`config.mk`:
```
export PLATFORM = sky130hd
export DESIGN_NAME = rv_lsu
export DESIGN_NICKNAME = d
export VERILOG_FILES = /design/src/rv_pkg.sv /design/src/rv_lsu.sv
export SDC_FILE = /design/constraint.sdc
export NUM_CORES = 1
export LEC_CHECK = 0
export BUFFER_PORTS_ARGS = -buffer_cell sky130_fd_sc_hd__buf_2
export CAP_MARGIN = 10
export CORE_UTILIZATION = 25
export DETAILED_ROUTE_END_ITERATION = 6
export PLACE_DENSITY = 0.84
export SYNTH_ARGS = -nofsm -noshare
export SYNTH_HDL_FRONTEND = slang
export SYNTH_SLANG_ARGS = --single-unit
```
`constraint.sdc`:
```
create_clock -name vclk -period 1.76
set_clock_uncertainty 0.15 [all_clocks]
set_input_delay 0.352 -clock vclk [all_inputs]
set_output_delay 0.352 -clock vclk [all_outputs]
set_load 0.02 [all_outputs]
```
`src/rv_pkg.sv`:
```
package rv_pkg;

    localparam int xlen       = 32;
    localparam int reg_addr_w = 5;
    localparam int num_regs   = 32;

    typedef logic [xlen-1:0]       word_t;
    typedef logic [reg_addr_w-1:0] reg_addr_t;

    // base opcodes of the kept instructions
    typedef enum logic [6:0] {
        op_load   = 7'b0000011,
        op_imm    = 7'b0010011,
        op_store  = 7'b0100011,
        op_op     = 7'b0110011,
        op_branch = 7'b1100011,
        op_jal    = 7'b1101111,
        op_jalr   = 7'b1100111,
        op_lui    = 7'b0110111,
        op_auipc  = 7'b0010111
    } opcode_t;

    // funct3 in the low bits, funct7[5] on top
    typedef enum logic [3:0] {
        alu_add  = 4'b0000,
        alu_sub  = 4'b1000,
        alu_sll  = 4'b0001,
        alu_slt  = 4'b0010,
        alu_sltu = 4'b0011,
        alu_xor  = 4'b0100,
        alu_srl  = 4'b0101,
        alu_sra  = 4'b1101,
        alu_or   = 4'b0110,
        alu_and  = 4'b0111
    } alu_op_t;

    typedef enum logic [2:0] {
        imm_i       = 3'b000,
        imm_i_shamt = 3'b001,
        imm_s       = 3'b010,
        imm_b       = 3'b011,
        imm_j       = 3'b100,
        imm_u       = 3'b101
    } imm_type_t;

    // load funct3 values; stores reuse the low three for their width
    typedef enum logic [2:0] {
        ld_byte   = 3'b000,
        ld_half   = 3'b001,
        ld_word   = 3'b010,
        ld_byte_u = 3'b100,
        ld_half_u = 3'b101
    } load_type_t;

    typedef enum logic [1:0] {
        wb_alu       = 2'b00,
        wb_load      = 2'b01,
        wb_pc_plus_4 = 2'b10,
        wb_imm       = 2'b11
    } wb_sel_t;

    typedef enum logic [1:0] {
        pc_sel_plus_4 = 2'b00,
        pc_sel_target = 2'b01,
        pc_sel_jalr   = 2'b10
    } pc_sel_t;

    typedef struct packed {
        alu_op_t    alu_op;
        logic       src_1_pc;
        logic       src_2_imm;
        imm_type_t  imm_type;
        wb_sel_t    wb_sel;
        logic       rf_wr_en;
        pc_sel_t    pc_sel;
        load_type_t load_type;
        logic       store_en;
    } ctrl_t;

endpackage

```
`src/rv_lsu.sv`:
```
module rv_lsu (
    input  rv_pkg::ctrl_t ctrl,
    input  rv_pkg::word_t rd_data,
    output rv_pkg::word_t load_data,
    output logic [3:0]    wr_en
);
    import rv_pkg::*;

    // load extension, half sign is bit 15
    always_comb begin
        case (ctrl.load_type)
            ld_byte:   load_data = {{24{rd_data[7]}}, rd_data[7:0]};
            ld_half:   load_data = {{16{rd_data[15]}}, rd_data[15:0]};
            ld_byte_u: load_data = {24'b0, rd_data[7:0]};
            ld_half_u: load_data = {16'b0, rd_data[15:0]};
            default:   load_data = rd_data;
        endcase
    end

    // store width comes through load_type
    always_comb begin
        if (!ctrl.store_en) begin
            wr_en = 4'b0000;
        end else begin
            case (ctrl.load_type)
                ld_byte: wr_en = 4'b0001;
                ld_half: wr_en = 4'b0011;
                default: wr_en = 4'b1111;
            endcase
        end
    end

endmodule

```
[Word-level counts from Yosys, hierarchy flattened]
Index checks and enable logic that the tools add are counted.
Cells by class
  divide/modulo/power cells: 0
  multipliers: 0
  shift operators: 0
  mux-type cells: 3
  bitwise gates (word level): 0
  $lt $le $gt $ge: 0
  add/subtract/negate cells: 0
  reductions and logical operators: 1
  eq/ne operators: 3
Operator list (number)
  $pmux 32 s4: 1
  $pmux 4 s2: 1
  $eq 3x3->1 const B: 2
  $mux 4: 1
  $eq 3x1->1 const B: 1
  $logic_not 3->1: 1
Word-level totals
  latch bits: 0
  output and inout port bits: 36
  memory bits (writable): 0
  bits of input ports: 50
  memories kept: 0
  word-level logic and storage cells: 7
  ROM bits: 0
  flip-flop bits (word level): 0

[Logic depth before layout (Yosys ltp)]
Gate-level depths: netlist (run 1).
  depth in word-level cells: 3
  depth in mapped cells: 5
  gate-level depth less buffers: 2

[Worst setup path before layout (run 1)]
No wires, ideal clock.
  kind: input-to-output
  start: input ctrl[2] in the netlist's numbering
  end: output load_data[17]
  required time: 1.258 ns
  cell stages on the path: 5
  data arrival time: 1.441 ns
  path buffers: 3
  path slack: -0.183 ns
  path through: buf_6 or2_1 clkbuf_2 buf_6 o21ai_0
On the way
  cells in the longest elaborated chain, start to end: 2
RTL lines
  start: declaration: RTL line rv_lsu.sv:2  | input rv_pkg::ctrl_t ctrl,
  $eq 3x3->1, or another cell as far along: RTL line rv_lsu.sv:11  | case (ctrl.load_type)
  $pmux 32 s4 *: RTL line rv_lsu.sv:11
  end: declaration: RTL line rv_lsu.sv:4  | output rv_pkg::word_t load_data,
Mark *: on every way between the ends. The rest lies on a longest branch, timed or not.

[Final worst setup path (run 1)]
  start: input ctrl[3] in the netlist's numbering
  end: output load_data[13]
Same word-level chain as after synthesis.

==> metrics.yaml, run 1 <==
run_status:
  status: "finished, violations left"
  violations: "negative setup slack"
routing:
  via_count: 633
  ant_nets: 0
  routed_wl_um: 1410
  drt_iter0_drc: 5
  viasPerCell: 4.69
  drt-wirelength-per-cell_um: 10.4
  firstDrtPassIters: 4
  drc: 0
finish:
  fin_area_um2: 781
  clock_buffers: 0
  stdcell_count: 135
  nets: 171
  seq_cells: 0
  fin_util_pct: 51.8
  layout_commonest_cell: "buf_2"
  diodes: 0
  regArea_um2: 0
  mostFrequentLayoutCells: "buf_2 (45), nand2_1 (16), buf_6 (12)"
  layout-area-overhead-vs-synth_pct: 95.6
  drive_above_1_share_pct: 71.4
place:
  post-place-cells: 135
  placed_area_um2: 699
  gp_congestion: 0.754
  dpl.hpwl_um: 1170
  port_buffers: 58
synth:
  synth_adder_area_share_pct: 0
  yosys.area_share.xor_xnor_pct: 0
  synth_fp_nets: 121
  yosysSeqAreaShare_pct: 0
  syn-cell-area_um2: 399
  synthCells: 71
  yosysTopAreaCellShare_pct: 30.1
  synth_mux_area_share_pct: 5.64
  synth.largest_area_cell: "o21ai_0"
  synth.distinct_cells: 11
  synth_area_leaders: "o21ai_0 (30%), nand2_1 (23%), buf_4 (21%)"
  synth_top_family_by_area: "buffers and inverters"
  yosys.area_share.simple_pct: 29.2
  synth_compound_area_share_pct: 32.0
  syn_avg_cell_area_um2: 5.62
  yosysWarningCount: 0
grt:
  grt-ovfl-total: 0
  grt_pass1_wl_um: 2280
  grt_usage_pct: 15.3
  first_global_vias: 567
  grt_max_degree: 17
  antenna_found_initial: 0
floorplan:
  coreArea_mm2: 0.00151
  start_util_pct: 26.5
  dieArea_mm2: 0.00176
  rows: 14
  die-height_um: 42.0
  io_pins: 86
  die-width_um: 42.0
worst_hold_path:
  min_path_cells: 0
  hold_end: "load_data[1]"
  hp-class: "in -> out"
  min_from: "rd_data[1]"
power:
  p_per_area_mw_per_mm2: 356
  total_power_uw: 278
  peakVddDrop_v: 0.000169
  leakage_uw: 0.000438
cts:
  ctsHoldBuffers: 0
  post_cts_buffers: 0
sta:
  setup_violations: 8
  maxSlewViolCount: 0
  fin_ws_ns: -0.0255
  rsz0062_at_grt: "yes"
  hold_viol_final: 0
  relSlewSlack_pct: 84.7
  fin_crit_sh_pct: 101
  post-route-min-period_ns: 1.79
  tightest_slew_ns: 0.227
  fmax_ghz: 0.560
worst_setup_path:
  critical_path_class: "in -> out"
  required_ns: 1.26
  start_kind: "input port"
  cp.arrival_ns: 1.28
  endpoint_kind: "primary output"
  critPathMaxFanout: 8
run:
  max_cap_violations: 0
## metrics by stage
step	hold slack [ns]	setup TNS (ns)	setup slack [ns]
final	0.554	-0.116	-0.0255
after global routing	0.554	-0.395	-0.0591
after CTS	0.554	-0.203	-0.0304
after detailed placement	0.554	-1.08	-0.122
after global placement	0.554	-0.915	-0.110
after floorplan	0.667	-0.448	-0.0650
## where the power goes
part	switching, µW	internal, µW	total [µW]
registers	0	0	0
logic	152	126	278
clock network	0	0	0
## how the worst max path moves through the flow
stage | start | endpoint | slack, ns | cells after the start
after detailed placement | ctrl[2] | load_data[15] | -0.12 | 4
after global placement | ctrl[2] | load_data[15] | -0.11 | 4
after floorplan | ctrl[2] | load_data[16] | -0.07 | 4
final | ctrl[3] | load_data[13] | -0.03 | 4
after global routing | ctrl[3] | load_data[8] | -0.06 | 4
after CTS | ctrl[1] | load_data[15] | -0.03 | 4
## layer usage
layer	global-route usage, %	part of all wire [%]
met4	1.94	0
met2	31.9	57
met5	0	0
met1	16.6	38
met3	0.870	5.0
## critical path, cell delays in order
cell     delay [ns]
buf_6          0.09
or4b_4         0.62
nand2_2        0.11
buf_6          0.11
## what timing repair did
action                     CTS  global route
pin swaps                    8             7
resized for setup           21             8
setup endpoints to repair   18            14
## cell families after synthesis
| family | Yosys count |
|---|---|
| and+or+nand+nor | 27 |
| muxes | 1 |
| buffers and inverters | 18 |
| AOI/OAI and AO/OA | 25 |
## cell type report
type / count / area, µm²
Fill cell: 157 / 726
Timing Repair Buffer: 66 / 440
Multi-Input combinational cell: 53 / 320
Tap cell: 16 / 20.0
## cells in the mapped netlist, drive strengths merged
| cell | count |
|---|---|
| o21a | 1 |
| buf | 14 |
| clkbuf | 4 |
| mux2i | 1 |
| or4b | 1 |
| nand2 | 24 |
| and2 | 1 |
| or2 | 1 |
| o21ai | 24 |
No activity file was read; power rests on OpenSTA's default activity.
==> run 2: changes to the inputs <==
--- a/config.mk
+++ b/config.mk
@@ -5,11 +5,12 @@
 export SDC_FILE = /design/constraint.sdc
 export NUM_CORES = 1
 export LEC_CHECK = 0
+export ABC_AREA = 1
 export BUFFER_PORTS_ARGS = -buffer_cell sky130_fd_sc_hd__buf_2
 export CAP_MARGIN = 10
-export CORE_UTILIZATION = 25
+export CORE_UTILIZATION = 26
 export DETAILED_ROUTE_END_ITERATION = 6
-export PLACE_DENSITY = 0.84
+export PLACE_DENSITY = 0.85
 export SYNTH_ARGS = -nofsm -noshare
 export SYNTH_HDL_FRONTEND = slang
 export SYNTH_SLANG_ARGS = --single-unit
==> constraint.sdc (replaced) <==
create_clock -name vclk -period 1.76
set_clock_uncertainty 0.15 [all_clocks]
set_input_delay 0.352 -clock vclk [all_inputs]
set_output_delay 0.352 -clock vclk [all_outputs]
set_load 0.005 [all_outputs]
==> run 2 against run 1 <==
Net effect:
- the flow now finishes without violations
- die area about the same
- count of clock-buffer cells in the layout is the same
- area after synthesis grew 4.1%
- synthesized cell count grew 5.6%
- setup slack better by 0.14 ns
- critical path depth increased by 1
- first-iteration DRC count rose by 100%
- via count fell by 0.79%
- highest routed layer unchanged
==> metrics.yaml, run 2 <==
run_status:
  status: "complete, no violations"
routing:
  routed_wl_um: 1240  # -12%
  drc: 0  # unchanged
  viasPerCell: 4.65  # -0.79%
  firstDrtPassIters: 4  # unchanged
  drt-wirelength-per-cell_um: 9.19  # -12%
  drt_iter0_drc: 10  # +5
  ant_nets: 0  # unchanged
  via_count: 628  # -0.79%
finish:
  seq_cells: 0  # unchanged
  nets: 171  # unchanged
  mostFrequentLayoutCells: "buf_2 (58), nand2_1 (32), nand3_1 (18)"
  diodes: 0  # unchanged
  layout-area-overhead-vs-synth_pct: 46.7
  clock_buffers: 0  # unchanged
  fin_util_pct: 40.4  # -11 points
  layout_commonest_cell: "buf_2"
  regArea_um2: 0  # unchanged
  n_fill_cell: 169  # +7.6%
  drive_above_1_share_pct: 52.9  # -18 points
grt:
  grt_pass1_wl_um: 1790  # -21%
  first_global_vias: 467  # -18%
  grt-ovfl-total: 0  # unchanged
  grt_max_degree: 25  # +8
  antenna_found_initial: 0  # unchanged
  grt_usage_pct: 12.2  # -3.1 points
floorplan:
  rows: 14  # unchanged
  die-height_um: 42.0  # about the same
  dieArea_mm2: 0.00176  # about the same
  io_pins: 86  # unchanged
  coreArea_mm2: 0.00151  # unchanged
  start_util_pct: 27.6  # +1.1 points
  die-width_um: 42.0  # about the same
power:
  clock_power_share_pct: 0  # unchanged
  peakVddDrop_v: 0.000102  # -40%
  total_power_uw: 154  # -44%
  p_switching_uw: 74.4  # -51%
  leakage_uw: 0.000455  # +3.9%
  internal_power_uw: 79.9  # -36%
  pwr-share-seq_pct: 0  # unchanged
  combPwrFrac_pct: 100.0  # about the same
  p_per_area_mw_per_mm2: 253  # -29%
  switching_share_pct: 48.2  # -6.5 points
place:
  dpl.hpwl_um: 1000  # -14%
  pre_cts_ws_ns: 0.110  # +0.232 ns
  port_buffers: 58  # unchanged
  gp_congestion: 0.752  # -0.27%
synth:
  yosysWarningCount: 0  # unchanged
  synth.distinct_cells: 10  # -1
  synth_fp_nets: 125  # +3.3%
  synth_area_leaders: "nand2_1 (29%), nand3_1 (22%), buf_4 (18%)"
  synth_most_common_cell: "nand2_1"
  synth.largest_area_cell: "nand2_1"
  syn-cell-area_um2: 415  # +4.1%
  yosysTopAreaCellShare_pct: 28.9  # -1.2 points
  yosysSeqAreaShare_pct: 0  # unchanged
  syn_avg_cell_area_um2: 5.54  # -1.5%
  synthTopCellsByCount: "nand2_1 (32), nand3_1 (18), buf_4 (10)"
  synthCells: 75  # +5.6%
worst_setup_path:
  max_stage_delay_ns: 0.23  # -0.39 ns
  path_delay_family: "simple AND/OR/NAND/NOR gates"
  path_cells: "buf_2, nor2_4, nand3_4, nand3_1, buf_2"
  start_kind: "input port"
  endpoint_kind: "primary output"
  path_depth: 5  # +1
  cp.arrival_ns: 1.14  # -0.14 ns
  slowest_stage: "nand3_4"
  critPathMaxFanout: 24  # +16
  path_buf_inv: 2  # unchanged
  critical_path_class: "in -> out"
  required_ns: 1.26  # about the same
  crit_path_frequent_cell: "buf_2"
sta:
  fin_tns_setup_ns: 0  # +0.116 ns
  tightest_slew_ns: 0.262  # +0.0350 ns
  fin_ws_ns: 0.117  # +0.143 ns
  maxSlewViolCount: 0  # unchanged
  fmax_ghz: 0.609  # +8.7%
  post-route-min-period_ns: 1.64  # -0.143 ns
  setup_violations: 0  # -8
  fin_crit_sh_pct: 93.3  # -8.1 points
  hold_viol_final: 0  # unchanged
  relSlewSlack_pct: 82.5  # -2.2 points
  rsz0062_at_grt: "no"
run:
  max_cap_violations: 0  # unchanged
cts:
  cts_resized: 0  # -100%
  ctsHoldBuffers: 0  # unchanged
  post_cts_buffers: 0  # unchanged
worst_hold_path:
  hp-class: "in -> out"
  min_path_cells: 0  # unchanged
## run 2: changes by cell type in the layout (fill, tap and decap cells not counted), sizes merged
cell | previous run | this run
o21a | 1 | 0
nand2 | 24 | 32
o21ai | 24 | 0
or2 | 1 | 0
nand3 | 0 | 20
buf | 66 | 59
mux2i | 1 | 0
or4b | 1 | 0
nor2 | 0 | 3
inv | 0 | 4
and2 | 1 | 0
a21oi | 0 | 1
## run 2: final cells by class
| type | count | area (µm²) | area share [%] |
|---|---|---|---|
| Timing Repair Buffer | 59 | 298 | 48.9 |
| Multi-Input combinational cell | 56 | 277 | 45.4 |
| Tap cell | 16 | 20.0 | 3.29 |
| Inverter | 4 | 15.0 | 2.46 |
## run 2: cells by family (layout without fill, tap and decap cells)
kind of cell | count (synthesis) | count (layout) | synth area share [%]
and+or+nand+nor | 55 | 55 | 65.4
buffers and inverters | 19 | 63 | 33.4
AOI/OAI and AO/OA | 1 | 1 | 1.20
## run 2: power groups by stage
stage	clock network [µW]	logic, µW	registers [µW]
floorplan	0	91.3	0
global placement	0	152	0
detailed placement	0	155	0
CTS	0	156	0
global route	0	172	0
finish	0	154	0
## run 2: layer usage
layer / global-route usage, % / vias to the layer above / routed length [µm]
li1: - / 319 / -
met1: 13.9 / 261 / 464
met2: 25.0 / 48 / 629
met3: 1.29 / 0 / 147
met4: 0 / 0 / 0
met5: 0 / - / 0
## run 2: per-stage QoR
step                      instance area (µm²)  hold WS [ns]  cells
after global placement                    609         0.554    135
after floorplan                           415         0.635     75
final                                     609         0.554    135
after detailed placement                  609         0.554    135
after CTS                                 609         0.554    135
after global routing                      609         0.554    135
## run 2: final timing paths
kind / from / end / slack [ns]
worst max-delay path: ctrl[2] / load_data[15] / 0.12
worst min-delay path: rd_data[0] / load_data[0] / 0.55
==> run 3: changes to the inputs <==
--- a/config.mk
+++ b/config.mk
@@ -11,6 +11,7 @@
 export CORE_UTILIZATION = 26
 export DETAILED_ROUTE_END_ITERATION = 6
 export PLACE_DENSITY = 0.85
+export RECOVER_POWER = 100
 export SYNTH_ARGS = -nofsm -noshare
 export SYNTH_HDL_FRONTEND = slang
 export SYNTH_SLANG_ARGS = --single-unit
==> run 3 against run 2 <==
Net effect:
- design area fell by 1.0%
- die area did not move
- core utilization fell by 0.42 points
- critical endpoint unchanged
- largest power group unchanged
==> metrics.yaml, run 3 (synthesis results as in run 2) <==
run_status:
  status: "complete, no violations"
floorplan:
  start_util_pct: 27.6  # unchanged
  rows: 14  # unchanged
  die-width_um: 42.0  # unchanged
  io_pins: 86  # unchanged
  dieArea_mm2: 0.00176  # unchanged
  coreArea_mm2: 0.00151  # unchanged
  die-height_um: 42.0  # unchanged
sta:
  hold_viol_final: 0  # unchanged
  fmax_ghz: 0.610  # +0.25%
  relSlewSlack_pct: 82.8  # +0.26 points
  post-route-min-period_ns: 1.64  # -0.00404 ns
  setup_violations: 0  # unchanged
  tightest_slew_ns: 0.259  # -0.00391 ns
  fin_tns_setup_ns: 0  # unchanged
  maxSlewViolCount: 0  # unchanged
  fin_crit_sh_pct: 93.1  # -0.23 points
  rsz0062_at_grt: "no"
  fin_ws_ns: 0.121  # +0.00404 ns
power:
  peakVddDrop_v: 0.000101  # -0.71%
  switching_share_pct: 48.9  # +0.69 points
  p_switching_uw: 74.4  # about the same
  pwr-share-seq_pct: 0  # unchanged
  p_per_area_mw_per_mm2: 252  # -0.39%
  clock_power_share_pct: 0  # unchanged
  combPwrFrac_pct: 100.0  # about the same
  leakage_uw: 0.000440  # -3.4%
  internal_power_uw: 77.7  # -2.7%
grt:
  grt_pass1_wl_um: 1790  # unchanged
  first_global_vias: 467  # unchanged
  grt_usage_pct: 12.2  # unchanged
  grt_max_degree: 25  # unchanged
  grt-ovfl-total: 0  # unchanged
  antenna_found_initial: 0  # unchanged
worst_setup_path:
  critPathMaxFanout: 24  # unchanged
  crit_path_frequent_cell: "buf_2"
  cp.arrival_ns: 1.14  # about the same
  endpoint_kind: "primary output"
  start_kind: "input port"
  required_ns: 1.26  # about the same
  crit_path_start: "ctrl[2]"
  path_cells: "buf_2, nor2_4, nand3_4, nand3_1, buf_2"
  path_buf_inv: 2  # unchanged
  path_delay_family: "simple AND/OR/NAND/NOR gates"
  critical_path_class: "in -> out"
  slowest_stage: "nand3_4"
  max_stage_delay_ns: 0.23  # about the same
finish:
  nets: 171  # unchanged
  multiInputGateArea_um2: 277  # unchanged
  drive_above_1_share_pct: 48.7  # -4.2 points
  mostFrequentLayoutCells: "buf_2 (51), nand2_1 (32), nand3_1 (18)"
  layout_commonest_cell: "buf_2"
  regArea_um2: 0  # unchanged
  n_fill_cell: 170  # +0.59%
  layout-area-overhead-vs-synth_pct: 45.2
  seq_cells: 0  # unchanged
  diodes: 0  # unchanged
  clock_buffers: 0  # unchanged
worst_hold_path:
  hp-class: "in -> out"
  min_from: "rd_data[0]"
run:
  max_cap_violations: 0  # unchanged
routing:
  viasPerCell: 4.70  # +0.96%
  routed_wl_um: 1210  # -2.2%
  drt_iter0_drc: 9  # -1
  via_count: 634  # +0.96%
  firstDrtPassIters: 4  # unchanged
  drc: 0  # unchanged
  ant_nets: 0  # unchanged
  drt-wirelength-per-cell_um: 8.99  # -2.2%
place:
  pre_cts_ws_ns: 0.110  # unchanged
  gp_congestion: 0.752  # unchanged
  dpl.hpwl_um: 1000  # unchanged
  port_buffers: 58  # unchanged
cts:
  post_cts_buffers: 0  # unchanged
  cts_resized: 0  # unchanged
  ctsHoldBuffers: 0  # unchanged
## run 3: layout make-up
cell class	count	area share (%)
repair buffers	59	48.3
well taps	16	3.32
multi-input cells	56	45.9
inverters	4	2.49
## run 3: power by group through the flow
stage | Clock, µW | Combinational [µW] | Sequential, µW
floorplan | 0 | 91.3 | 0
detailed placement | 0 | 155 | 0
finish | 0 | 152 | 0
global placement | 0 | 152 | 0
global route | 0 | 170 | 0
CTS | 0 | 156 | 0
## run 3: path summary, 6_finish.rpt
path / to / slack (ns) / cells past startpoint
hold / removal: load_data[0] / 0.55 / 0
setup / recovery: load_data[15] / 0.12 / 5
## run 3: stage by stage
step / instance area, µm² / hold WS [ns] / power, µW / std cells / util, %
2_1_floorplan: 415 / 0.635 / 91.3 / 75 / -
3_3_place_gp: 609 / 0.554 / 152 / 135 / 40.4
3_5_place_dp: 609 / 0.554 / 155 / 135 / 40.4
4_1_cts: 609 / 0.554 / 156 / 135 / 40.4
5_1_grt: 603 / 0.554 / 170 / 135 / 40.0
6_report: 603 / 0.554 / 152 / 135 / 40.0
## run 3: metal layers
layer	track usage (%)	up-vias	share of wire, %
li1	-	319	-
met1	13.9	265	37
met2	25.0	50	51
met3	1.29	0	12
met4	0	0	0
met5	0	-	0
